**config.mk**
```make
export PLATFORM = sky130hd
export DESIGN_NAME = cpu_io
export DESIGN_NICKNAME = d
export VERILOG_FILES = /design/src/mmio_pkg.sv /design/src/uart_tx.sv /design/src/uart_rx.sv /design/src/perf_counters.sv /design/src/mmio_regs.sv /design/src/cpu_io.sv
export SDC_FILE = /design/constraint.sdc
export NUM_CORES = 1
export LEC_CHECK = 0
export ABC_AREA = 0
export BUFFER_PORTS_ARGS = -buffer_cell sky130_fd_sc_hd__buf_4
export CORE_ASPECT_RATIO = 0.6
export CORE_MARGIN = 10
export CORE_UTILIZATION = 55
export DETAILED_ROUTE_END_ITERATION = 8
export PLACE_DENSITY = 0.74
export SLEW_MARGIN = 10
export SYNTH_ARGS = -nofsm -noshare
export SYNTH_HDL_FRONTEND = slang
export SYNTH_HIERARCHICAL = 1
export SYNTH_SLANG_ARGS = --single-unit
export TNS_END_PERCENT = 1
```
**constraint.sdc**
```tcl
create_clock -name clk -period 4.5 [get_ports clk]
set_clock_uncertainty 0.2 [all_clocks]
set_input_delay 0.9 -clock clk [delete_from_list [all_inputs] [get_ports clk]]
set_output_delay 0.9 -clock clk [all_outputs]
set_load 0.005 [all_outputs]
```
**src/mmio_pkg.sv**
```systemverilog
package mmio_pkg;

    // Data and address word on the load/store path
    typedef logic [31:0] word_t;

    // One UART character
    typedef logic [7:0] byte_t;

    // Register offset inside the I/O page
    typedef logic [7:0] io_offset_t;

    // Top address nibble that selects the I/O page
    localparam logic [3:0] IO_PAGE = 4'h8;

    // UART status, bit 1 rx byte held, bit 0 tx idle
    localparam io_offset_t OFF_UART_CTRL = 8'h00;
    // Received byte, read pops it
    localparam io_offset_t OFF_UART_RX = 8'h04;
    // Byte to transmit, store only
    localparam io_offset_t OFF_UART_TX = 8'h08;

    // Performance counters
    localparam io_offset_t OFF_CYCLE = 8'h10;
    localparam io_offset_t OFF_INST = 8'h14;
    // Any load or store here clears every counter
    localparam io_offset_t OFF_CNT_CLEAR = 8'h18;
    localparam io_offset_t OFF_BRANCH = 8'h1C;
    localparam io_offset_t OFF_BR_CORRECT = 8'h20;

    // Transmitter FSM
    typedef enum logic [1:0] {
        TX_IDLE,
        TX_START,
        TX_DATA,
        TX_STOP
    } tx_state_t;

    // Receiver FSM
    typedef enum logic [1:0] {
        RX_IDLE,
        RX_START,
        RX_DATA,
        RX_STOP
    } rx_state_t;

endpackage

```
**src/uart_tx.sv**
```systemverilog
`timescale 1ns/1ps

module uart_tx #(
    parameter int CLOCK_FREQ = 50_000_000,
    parameter int BAUD_RATE = 115_200
) (
    input  logic            clk,
    input  logic            rst,
    input  logic            tx_valid,
    input  mmio_pkg::byte_t tx_data,
    output logic            tx_ready,
    output logic            serial_out
);

    // Clocks per bit and the counter that spans one bit time
    localparam int CLKS_PER_BIT = CLOCK_FREQ / BAUD_RATE;
    localparam int CNT_W = $clog2(CLKS_PER_BIT + 1);
    localparam logic [CNT_W-1:0] BIT_LAST = CNT_W'(CLKS_PER_BIT - 1);

    mmio_pkg::tx_state_t state;
    logic [CNT_W-1:0]    bit_cnt;
    logic [2:0]          bit_idx;
    mmio_pkg::byte_t     shift_reg;
    logic                bit_end;

    assign bit_end = (bit_cnt == BIT_LAST);

    // Only an idle transmitter takes a new byte
    assign tx_ready = (state == mmio_pkg::TX_IDLE);

    // Bit-time counter restarts at every bit boundary
    always_ff @(posedge clk) begin
        if (rst || state == mmio_pkg::TX_IDLE || bit_end) begin
            bit_cnt <= '0;
        end else begin
            bit_cnt <= bit_cnt + 1'b1;
        end
    end

    always_ff @(posedge clk) begin
        if (rst) begin
            state <= mmio_pkg::TX_IDLE;
            serial_out <= 1'b1;
            bit_idx <= '0;
        end else begin
            case (state)
                mmio_pkg::TX_IDLE: begin
                    if (tx_valid) begin
                        // Start bit goes out right away
                        state <= mmio_pkg::TX_START;
                        serial_out <= 1'b0;
                    end
                end
                mmio_pkg::TX_START: begin
                    if (bit_end) begin
                        state <= mmio_pkg::TX_DATA;
                        serial_out <= shift_reg[0];
                        bit_idx <= '0;
                    end
                end
                mmio_pkg::TX_DATA: begin
                    if (bit_end) begin
                        if (bit_idx == 3'd7) begin
                            state <= mmio_pkg::TX_STOP;
                            serial_out <= 1'b1;
                        end else begin
                            serial_out <= shift_reg[0];
                            bit_idx <= bit_idx + 1'b1;
                        end
                    end
                end
                default: begin
                    // Stop bit already on the line
                    if (bit_end) begin
                        state <= mmio_pkg::TX_IDLE;
                    end
                end
            endcase
        end
    end

    // LSB first, next bit always sits in shift_reg[0]
    always_ff @(posedge clk) begin
        if (state == mmio_pkg::TX_IDLE && tx_valid) begin
            shift_reg <= tx_data;
        end else if (bit_end && state != mmio_pkg::TX_STOP) begin
            shift_reg <= {1'b0, shift_reg[7:1]};
        end
    end

    // Line rests high between frames
    a_idle_high: assert property (@(posedge clk) disable iff (rst)
        state == mmio_pkg::TX_IDLE |-> serial_out);

endmodule

```
**src/uart_rx.sv**
```systemverilog
`timescale 1ns/1ps

module uart_rx #(
    parameter int CLOCK_FREQ = 50_000_000,
    parameter int BAUD_RATE = 115_200
) (
    input  logic            clk,
    input  logic            rst,
    input  logic            serial_in,
    input  logic            rx_ready,
    output logic            rx_valid,
    output mmio_pkg::byte_t rx_data
);

    localparam int CLKS_PER_BIT = CLOCK_FREQ / BAUD_RATE;
    localparam int CNT_W = $clog2(CLKS_PER_BIT + 1);
    localparam logic [CNT_W-1:0] BIT_LAST = CNT_W'(CLKS_PER_BIT - 1);
    // Mid-point of the start bit, counted from the falling edge
    localparam logic [CNT_W-1:0] HALF_LAST = CNT_W'(CLKS_PER_BIT / 2 - 1);

    mmio_pkg::rx_state_t state;
    logic [CNT_W-1:0]    bit_cnt;
    logic [2:0]          bit_idx;
    mmio_pkg::byte_t     shift_reg;
    logic                sync_a;
    logic                sync_b;
    logic                half_end;
    logic                bit_end;
    logic                frame_done;

    // Two-flop synchronizer, idles high like the line
    always_ff @(posedge clk) begin
        if (rst) begin
            sync_a <= 1'b1;
            sync_b <= 1'b1;
        end else begin
            sync_a <= serial_in;
            sync_b <= sync_a;
        end
    end

    assign half_end = (state == mmio_pkg::RX_START) && (bit_cnt == HALF_LAST);
    assign bit_end = (state != mmio_pkg::RX_START) && (bit_cnt == BIT_LAST);
    // Good stop bit seen at its middle
    assign frame_done = (state == mmio_pkg::RX_STOP) && bit_end && sync_b;

    always_ff @(posedge clk) begin
        if (rst || state == mmio_pkg::RX_IDLE || half_end || bit_end) begin
            bit_cnt <= '0;
        end else begin
            bit_cnt <= bit_cnt + 1'b1;
        end
    end

    always_ff @(posedge clk) begin
        if (rst) begin
            state <= mmio_pkg::RX_IDLE;
            bit_idx <= '0;
        end else begin
            case (state)
                mmio_pkg::RX_IDLE: begin
                    // Falling edge starts a frame
                    if (!sync_b) begin
                        state <= mmio_pkg::RX_START;
                    end
                end
                mmio_pkg::RX_START: begin
                    // Glitch if the line is back high at mid-bit
                    if (half_end) begin
                        state <= sync_b ? mmio_pkg::RX_IDLE : mmio_pkg::RX_DATA;
                        bit_idx <= '0;
                    end
                end
                mmio_pkg::RX_DATA: begin
                    if (bit_end) begin
                        bit_idx <= bit_idx + 1'b1;
                        if (bit_idx == 3'd7) begin
                            state <= mmio_pkg::RX_STOP;
                        end
                    end
                end
                default: begin
                    // Low stop bit drops the byte
                    if (bit_end) begin
                        state <= mmio_pkg::RX_IDLE;
                    end
                end
            endcase
        end
    end

    // LSB arrives first, so shift in from the top
    always_ff @(posedge clk) begin
        if (state == mmio_pkg::RX_DATA && bit_end) begin
            shift_reg <= {sync_b, shift_reg[7:1]};
        end
    end

    // Holding register, a new byte overwrites an unread one
    always_ff @(posedge clk) begin
        if (frame_done) begin
            rx_data <= shift_reg;
        end
    end

    always_ff @(posedge clk) begin
        if (rst) begin
            rx_valid <= 1'b0;
        end else if (frame_done) begin
            rx_valid <= 1'b1;
        end else if (rx_ready) begin
            rx_valid <= 1'b0;
        end
    end

endmodule

```
**src/perf_counters.sv**
```systemverilog
`timescale 1ns/1ps

module perf_counters (
    input  logic            clk,
    input  logic            rst,
    input  logic            clear,
    input  logic            retire,
    input  logic            branch,
    input  logic            branch_ok,
    output mmio_pkg::word_t cycle_cnt,
    output mmio_pkg::word_t inst_cnt,
    output mmio_pkg::word_t branch_cnt,
    output mmio_pkg::word_t br_ok_cnt
);

    localparam int NUM_CNT = 4;

    // Index 0 cycles, 1 retired, 2 branches, 3 correct branches
    mmio_pkg::word_t    cnt [NUM_CNT];
    logic [NUM_CNT-1:0] inc;

    // Cycle counter runs freely, the others follow their events
    assign inc = {branch_ok, branch, retire, 1'b1};

    // Shared clear wins over any event in the same cycle
    always_ff @(posedge clk) begin
        for (int i = 0; i < NUM_CNT; i++) begin
            if (rst || clear) begin
                cnt[i] <= '0;
            end else if (inc[i]) begin
                cnt[i] <= cnt[i] + 1'b1;
            end
        end
    end

    assign cycle_cnt = cnt[0];
    assign inst_cnt = cnt[1];
    assign branch_cnt = cnt[2];
    assign br_ok_cnt = cnt[3];

    // A correct branch is always also a resolved branch
    a_ok_is_branch: assert property (@(posedge clk) disable iff (rst)
        branch_ok |-> branch);

endmodule

```
**src/mmio_regs.sv**
```systemverilog
`timescale 1ns/1ps

module mmio_regs (
    input  logic                 clk,
    input  logic                 rst,
    input  logic                 load,
    input  logic                 store,
    input  mmio_pkg::word_t      addr,
    input  mmio_pkg::word_t      wdata,
    input  logic                 tx_ready,
    input  logic                 rx_valid,
    input  mmio_pkg::byte_t      rx_data,
    input  mmio_pkg::word_t      cycle_cnt,
    input  mmio_pkg::word_t      inst_cnt,
    input  mmio_pkg::word_t      branch_cnt,
    input  mmio_pkg::word_t      br_ok_cnt,
    output mmio_pkg::word_t      rdata,
    output logic                 tx_valid,
    output mmio_pkg::byte_t      tx_data,
    output logic                 rx_ready,
    output logic                 clear
);

    logic                 io_sel;
    mmio_pkg::io_offset_t offset;
    mmio_pkg::word_t      status;
    mmio_pkg::word_t      rd_mux;

    // Page comes from the top nibble and register from the low byte
    assign io_sel = (addr[31:28] == mmio_pkg::IO_PAGE);
    assign offset = addr[7:0];

    assign status = {30'b0, rx_valid, tx_ready};

    // Read select is zero outside the I/O page and on holes
    always_comb begin
        rd_mux = '0;
        if (io_sel) begin
            case (offset)
                mmio_pkg::OFF_UART_CTRL:  rd_mux = status;
                mmio_pkg::OFF_UART_RX:    rd_mux = {24'b0, rx_data};
                mmio_pkg::OFF_CYCLE:      rd_mux = cycle_cnt;
                mmio_pkg::OFF_INST:       rd_mux = inst_cnt;
                mmio_pkg::OFF_BRANCH:     rd_mux = branch_cnt;
                mmio_pkg::OFF_BR_CORRECT: rd_mux = br_ok_cnt;
                default:                  rd_mux = '0;
            endcase
        end
    end

    // Read data lands one cycle after the load and holds
    always_ff @(posedge clk) begin
        if (rst) begin
            rdata <= '0;
        end else if (load) begin
            rdata <= rd_mux;
        end
    end

    // The UART drops a transmit strobe while busy
    assign tx_valid = store && io_sel && (offset == mmio_pkg::OFF_UART_TX);
    assign tx_data = wdata[7:0];

    // Reading the rx register pops the held byte
    assign rx_ready = load && io_sel && (offset == mmio_pkg::OFF_UART_RX);

    // Either access type clears the counters
    assign clear = (load || store) && io_sel && (offset == mmio_pkg::OFF_CNT_CLEAR);

    // Core issues at most one memory op per cycle
    a_one_access: assert property (@(posedge clk) disable iff (rst)
        !(load && store));

endmodule

```
**src/cpu_io.sv**
```systemverilog
`timescale 1ns/1ps

module cpu_io #(
    parameter int CLOCK_FREQ = 50_000_000,
    parameter int BAUD_RATE = 115_200
) (
    input  logic            clk,
    input  logic            rst,
    input  logic            load,
    input  logic            store,
    input  mmio_pkg::word_t addr,
    input  mmio_pkg::word_t wdata,
    input  logic            retire,
    input  logic            branch,
    input  logic            branch_ok,
    input  logic            serial_in,
    output mmio_pkg::word_t rdata,
    output logic            serial_out
);

    // UART side of the register block
    logic            tx_valid;
    logic            tx_ready;
    mmio_pkg::byte_t tx_data;
    logic            rx_valid;
    logic            rx_ready;
    mmio_pkg::byte_t rx_data;

    // Counter side
    logic            clear;
    mmio_pkg::word_t cycle_cnt;
    mmio_pkg::word_t inst_cnt;
    mmio_pkg::word_t branch_cnt;
    mmio_pkg::word_t br_ok_cnt;

    mmio_regs regs (
        .clk(clk),
        .rst(rst),
        .load(load),
        .store(store),
        .addr(addr),
        .wdata(wdata),
        .tx_ready(tx_ready),
        .rx_valid(rx_valid),
        .rx_data(rx_data),
        .cycle_cnt(cycle_cnt),
        .inst_cnt(inst_cnt),
        .branch_cnt(branch_cnt),
        .br_ok_cnt(br_ok_cnt),
        .rdata(rdata),
        .tx_valid(tx_valid),
        .tx_data(tx_data),
        .rx_ready(rx_ready),
        .clear(clear)
    );

    uart_tx #(
        .CLOCK_FREQ(CLOCK_FREQ),
        .BAUD_RATE(BAUD_RATE)
    ) tx (
        .clk(clk),
        .rst(rst),
        .tx_valid(tx_valid),
        .tx_data(tx_data),
        .tx_ready(tx_ready),
        .serial_out(serial_out)
    );

    uart_rx #(
        .CLOCK_FREQ(CLOCK_FREQ),
        .BAUD_RATE(BAUD_RATE)
    ) rx (
        .clk(clk),
        .rst(rst),
        .serial_in(serial_in),
        .rx_ready(rx_ready),
        .rx_valid(rx_valid),
        .rx_data(rx_data)
    );

    perf_counters counters (
        .clk(clk),
        .rst(rst),
        .clear(clear),
        .retire(retire),
        .branch(branch),
        .branch_ok(branch_ok),
        .cycle_cnt(cycle_cnt),
        .inst_cnt(inst_cnt),
        .branch_cnt(branch_cnt),
        .br_ok_cnt(br_ok_cnt)
    );

endmodule

```
Word level (Yosys, flattened, before mapping)
Memories as Yosys holds them, arrays and structs flattened.
Index checks and enable logic that the tools add are counted.

word-level totals
  output and inout port bits = 33
  bits in writable memories = 128
  memories = 1
  register bits = 88

operators by class
  reduce and logical (&&, ||, !) cells = 35
  muxes and demuxes = 47
  $add $sub $neg = 8
  bitwise operators = 4
  equality and inequality tests = 29

memories
  memory        depth  bits a word  read ports  clocked after memory_dff  write ports  RTL line             text
  counters.cnt  4      32           4           0                         4            perf_counters.sv:19  mmio_pkg::word_t cnt [NUM_CNT];

operators with widths
  operator               count
  $pmux 32 s6            1
  $mux 32                5
  $add 32x1->32 const B  4
  $eq 8x5->1 const B     4
  $mux 2                 11
  $add 9x1->9 const B    2
  $eq 9x9->1 const B     2
  $mux 1                 18
  $mux 8                 2
  $ne 2x1->1 const B     8
  $mux 3                 5
  $logic_and 1x1->1      13
  $pmux 2 s3             2
  $pmux 3 s2             2
  $reduce_and 5->1       2
  $reduce_bool 2->1      5
  $eq 9x8->1 const B     1
  $eq 8x3->1 const B     1
  $eq 8x4->1 const B     1
  $eq 8x6->1 const B     1
  $logic_not 8->1        1
  $reduce_and 4->1       2
  $logic_or 1x1->1       7
  $add 3x1->3 const B    2
  10 further kinds       21

Longest topological paths before layout
  word-level depth = 7
  mapped depth = 10
  depth with buffers taken out = 7

Modules after synthesis
Netlist, hierarchy kept.

modules (own cells, without submodules)
  module         sequential area each (sq um)  cells an instance  area an instance (sq um)  instances
  perf_counters  3523.4                        700                6921.6                    1
  mmio_regs      640.6                         308                2447.3                    1
  uart_rx        820.8                         110                1412.6                    1
  uart_tx        540.5                         115                1174.9                    1

Least setup slack after synthesis
Ideal clock, no wire load.

  path kind = input to register
  start point = input addr[5]
  end point = memory counters/cnt[0][32] (netlist bit), enable pin
  required time = 3.910 ns
  setup slack = 0.884 ns
  path buffers = 1
  stages on the path = 4
  library setup time = 0.390 ns
  arrival = 3.026 ns
  cells stage by stage = buf_6 > or4b_4 > nor4_1 > or3_1

RTL lines
  item                RTL line             text
  start: declaration  cpu_io.sv:11         input mmio_pkg::word_t addr,
  end: declaration    perf_counters.sv:19

==> flow_summary.ini <==
[grt]
grt_pass1_wl_microns = 53600
grt_pass1_vias = 9346
grt_use_total_pct = 23.7
overflow = 0
antenna_found_initial = 0
grt_max_degree = 36

[clock_tree]
h-tree-depth = 1
cts_hold_buf = 0
cts_root_buf = clkbuf_16
clk_pin_slew_ns = 0.06
clock_path_buffers = 3
post_cts_buffers = 0
numCtsBuffers = 22
clk_latency_ns = 0.54
ctsResizeCount = 0
cts.sinks = 216
cts_tree = built

[sta]
finalHoldViolCount = 0
maxSlewHeadroom_pct = 13.1
period_minus_slack_ns = 3.40
fmax_mhz = 294
rsz0062_at_grt = no
worst_slew_pin_slew_ns = 1.30
maxSlewViolCount = 0
finalCritPeriodShare_pct = 75.5
setup_violations = 0
setup_tns_ns = 0

[drt]
drt_pass1_iterations = 5
drt_iter0_markers = 1449
ant_nets = 0
wirelength_microns = 34500
drcViolationCount = 0
vias = 10493
viasPerCell = 6.78
wl_per_cell_microns = 22.3

[outcome]
status = finished clean

[die]
boundaryPins = 105
start_util_pct = 56.4
rows = 41
die_w_microns = 210
coreArea_sq_um = 21200
die-area_sq_um = 28200
die_h_microns = 134

[synth]
synth_xor_area_share_pct = 3.74
synth_common_cells = edfxtp_1 (120), nand2_1 (101), dfxtp_1 (96), nand3_1 (91), a21oi_1 (76)
syn-num-nets = 1323
synth_seq_cells = 216
yosysTopAreaCell = edfxtp_1
synthMuxAreaShare_pct = 1.68
synth_async_sr_flop_share_pct = 0
synth-simple-area-share_pct = 25.4
yosysWarningCount = 6
synthCells = 1233
synthFlopType = edfxtp_1
seq_area_frac_synth_pct = 46.2
synth.distinct_cells = 82
yosysMostFrequentCell = edfxtp_1
synth_top_family_by_area = simple AND/OR/NAND/NOR gates
synth.area.top_cells = edfxtp_1 (30%), dfxtp_1 (16%), nand3_1 (3.8%)
postSynthAreaPerCell_sq_um = 9.70
synth_compound_area_share_pct = 17.0
syn_area_sq_um = 12000
synth_edf_count = 120
netlist.area_leader.share_pct = 30.1
yosys.area_share.adder_pct = 1.88

[worst_setup_path]
critPathKind = input port to register
worstPathArrival_ns = 3.58
reg2reg_to = counters/cnt[1][18]
r2r_setup_slack_ns = 1.54
reg2reg_from = counters/cnt[1][0]
required_ns = 4.68
crit_end = counters/cnt[0][55]
cp-end-kind = register
reg2reg_depth = 5
critPathLaunchType = input port
critPathMaxFanout = 29
startpoint = addr[5]

[final_layout]
synthToLayoutAreaGrowth_pct = 10.2
seqCellArea_sq_um = 5530
fillers = 1764
finalCoreUtilization_pct = 62.2
top_register = counters/cnt
largest_reg_flops = 128
nets = 1342
top_regs = counters/cnt (128), regs/rdata (32)
drive_above_1_share_pct = 12.7
multiInputGateArea_sq_um = 5950
final_area_sq_um = 13200
fin_cells = 1548

[min_path]
min_path_type = register to register

[job]
cap_violations = 0

[power_and_ir_drop]
peakVddDrop_mv = 0.316
leakagePower_nw = 4.17
p_per_area_nw_per_um2 = 327
total_power_mw = 4.31

[placed_design]
numPortBuffers = 60
placedInstanceArea_sq_um = 12500
post-place-cells = 1507
dpl.hpwl_microns = 24600
place_congestion = 0.912
[how the worst min path moves through the flow]
stage                          from        end  slack (ns)  cells after the start
after floorplan           rx/sync_a  rx/sync_b        0.19                      1
after global placement    rx/sync_a  rx/sync_b        0.19                      1
after detailed placement  rx/sync_a  rx/sync_b        0.20                      1
after CTS                 rx/sync_a  rx/sync_b        0.21                      1
after global routing      rx/sync_a  rx/sync_b        0.22                      1
final                     rx/sync_a  rx/sync_b        0.21                      1
[kinds of logic (layout without fill, tap and decap cells)]
family,after synthesis,after routing
simple gates,527,527
other cells,0,1
fa+ha+maj,18,18
compound gates,296,296
mux,18,18
buf+inv,107,142
flops,216,216
xor+xnor,51,51
[where the power goes]
part           total, mW  internal [mW]  switching [mW]
registers           2.25           2.15           0.102
logic              0.264         0.0983           0.165
clock network       1.80          0.982           0.814
total               4.31           3.23            1.08
[stage by stage]
stage               hold WS, ns  worst slack [ns]
CTS                       0.210              1.24
detailed placement        0.196             0.724
floorplan                 0.189             0.884
global route              0.225              1.12
global placement          0.191             0.734
finish                    0.209              1.10
[per-layer routing]
metal | vias to the layer above | share of wire [%] | global-route usage, %
met2 | 548 | 40 | 32.6
met1 | 5112 | 46 | 35.8
met3 | 55 | 13 | 6.44
met5 | - | 0 | 0
li1 | 4778 | - | -
met4 | 0 | 1.7 | 4.57
[worst max-delay path, stage by stage]
cell	delay [ns]
buf_4	0.30
or4b_4	0.25
nor4_1	0.06
buf_4	0.19
nor2_1	0.59
nand2_1	0.56
or4_1	0.65
nand2_1	0.08
[area by class of cell]
type                       instances  share of cell area, %
timing repair buffer              72                   4.20
clock buffer                      26                   4.37
clock inverter                    14                  0.864
antenna                            1                 0.0190
sequential                       216                   41.9
tap                              279                   2.65
inverter                          30                  0.854
multi-input combinational        910                   45.1
[cell usage in the layout, fill, tap and decap left out, types with 8 or more instances in the layout]
cell       count
xnor2_1       26
clkbuf_16     22
a21oi_1       76
dfxtp_1       96
and2_1        10
nand4_1       42
or3_1         42
nor4_1        13
nand3_1       91
o211ai_1       9
a32oi_1       18
a22o_1        11
nor2_1        74
mux2i_1       10
a21boi_0      20
and3_1        17
nor2b_1       10
a21o_1        19
nor3_1        13
buf_4         71
o21ai_0       36
inv_1         30
xor2_1        25
nand2_1      101
or4_1         46
o31ai_1       37
edfxtp_1     120
and4_1        12
ha_1          18
a31oi_1        8
a22oi_1       17
No activity file was read; power rests on OpenSTA's default activity.
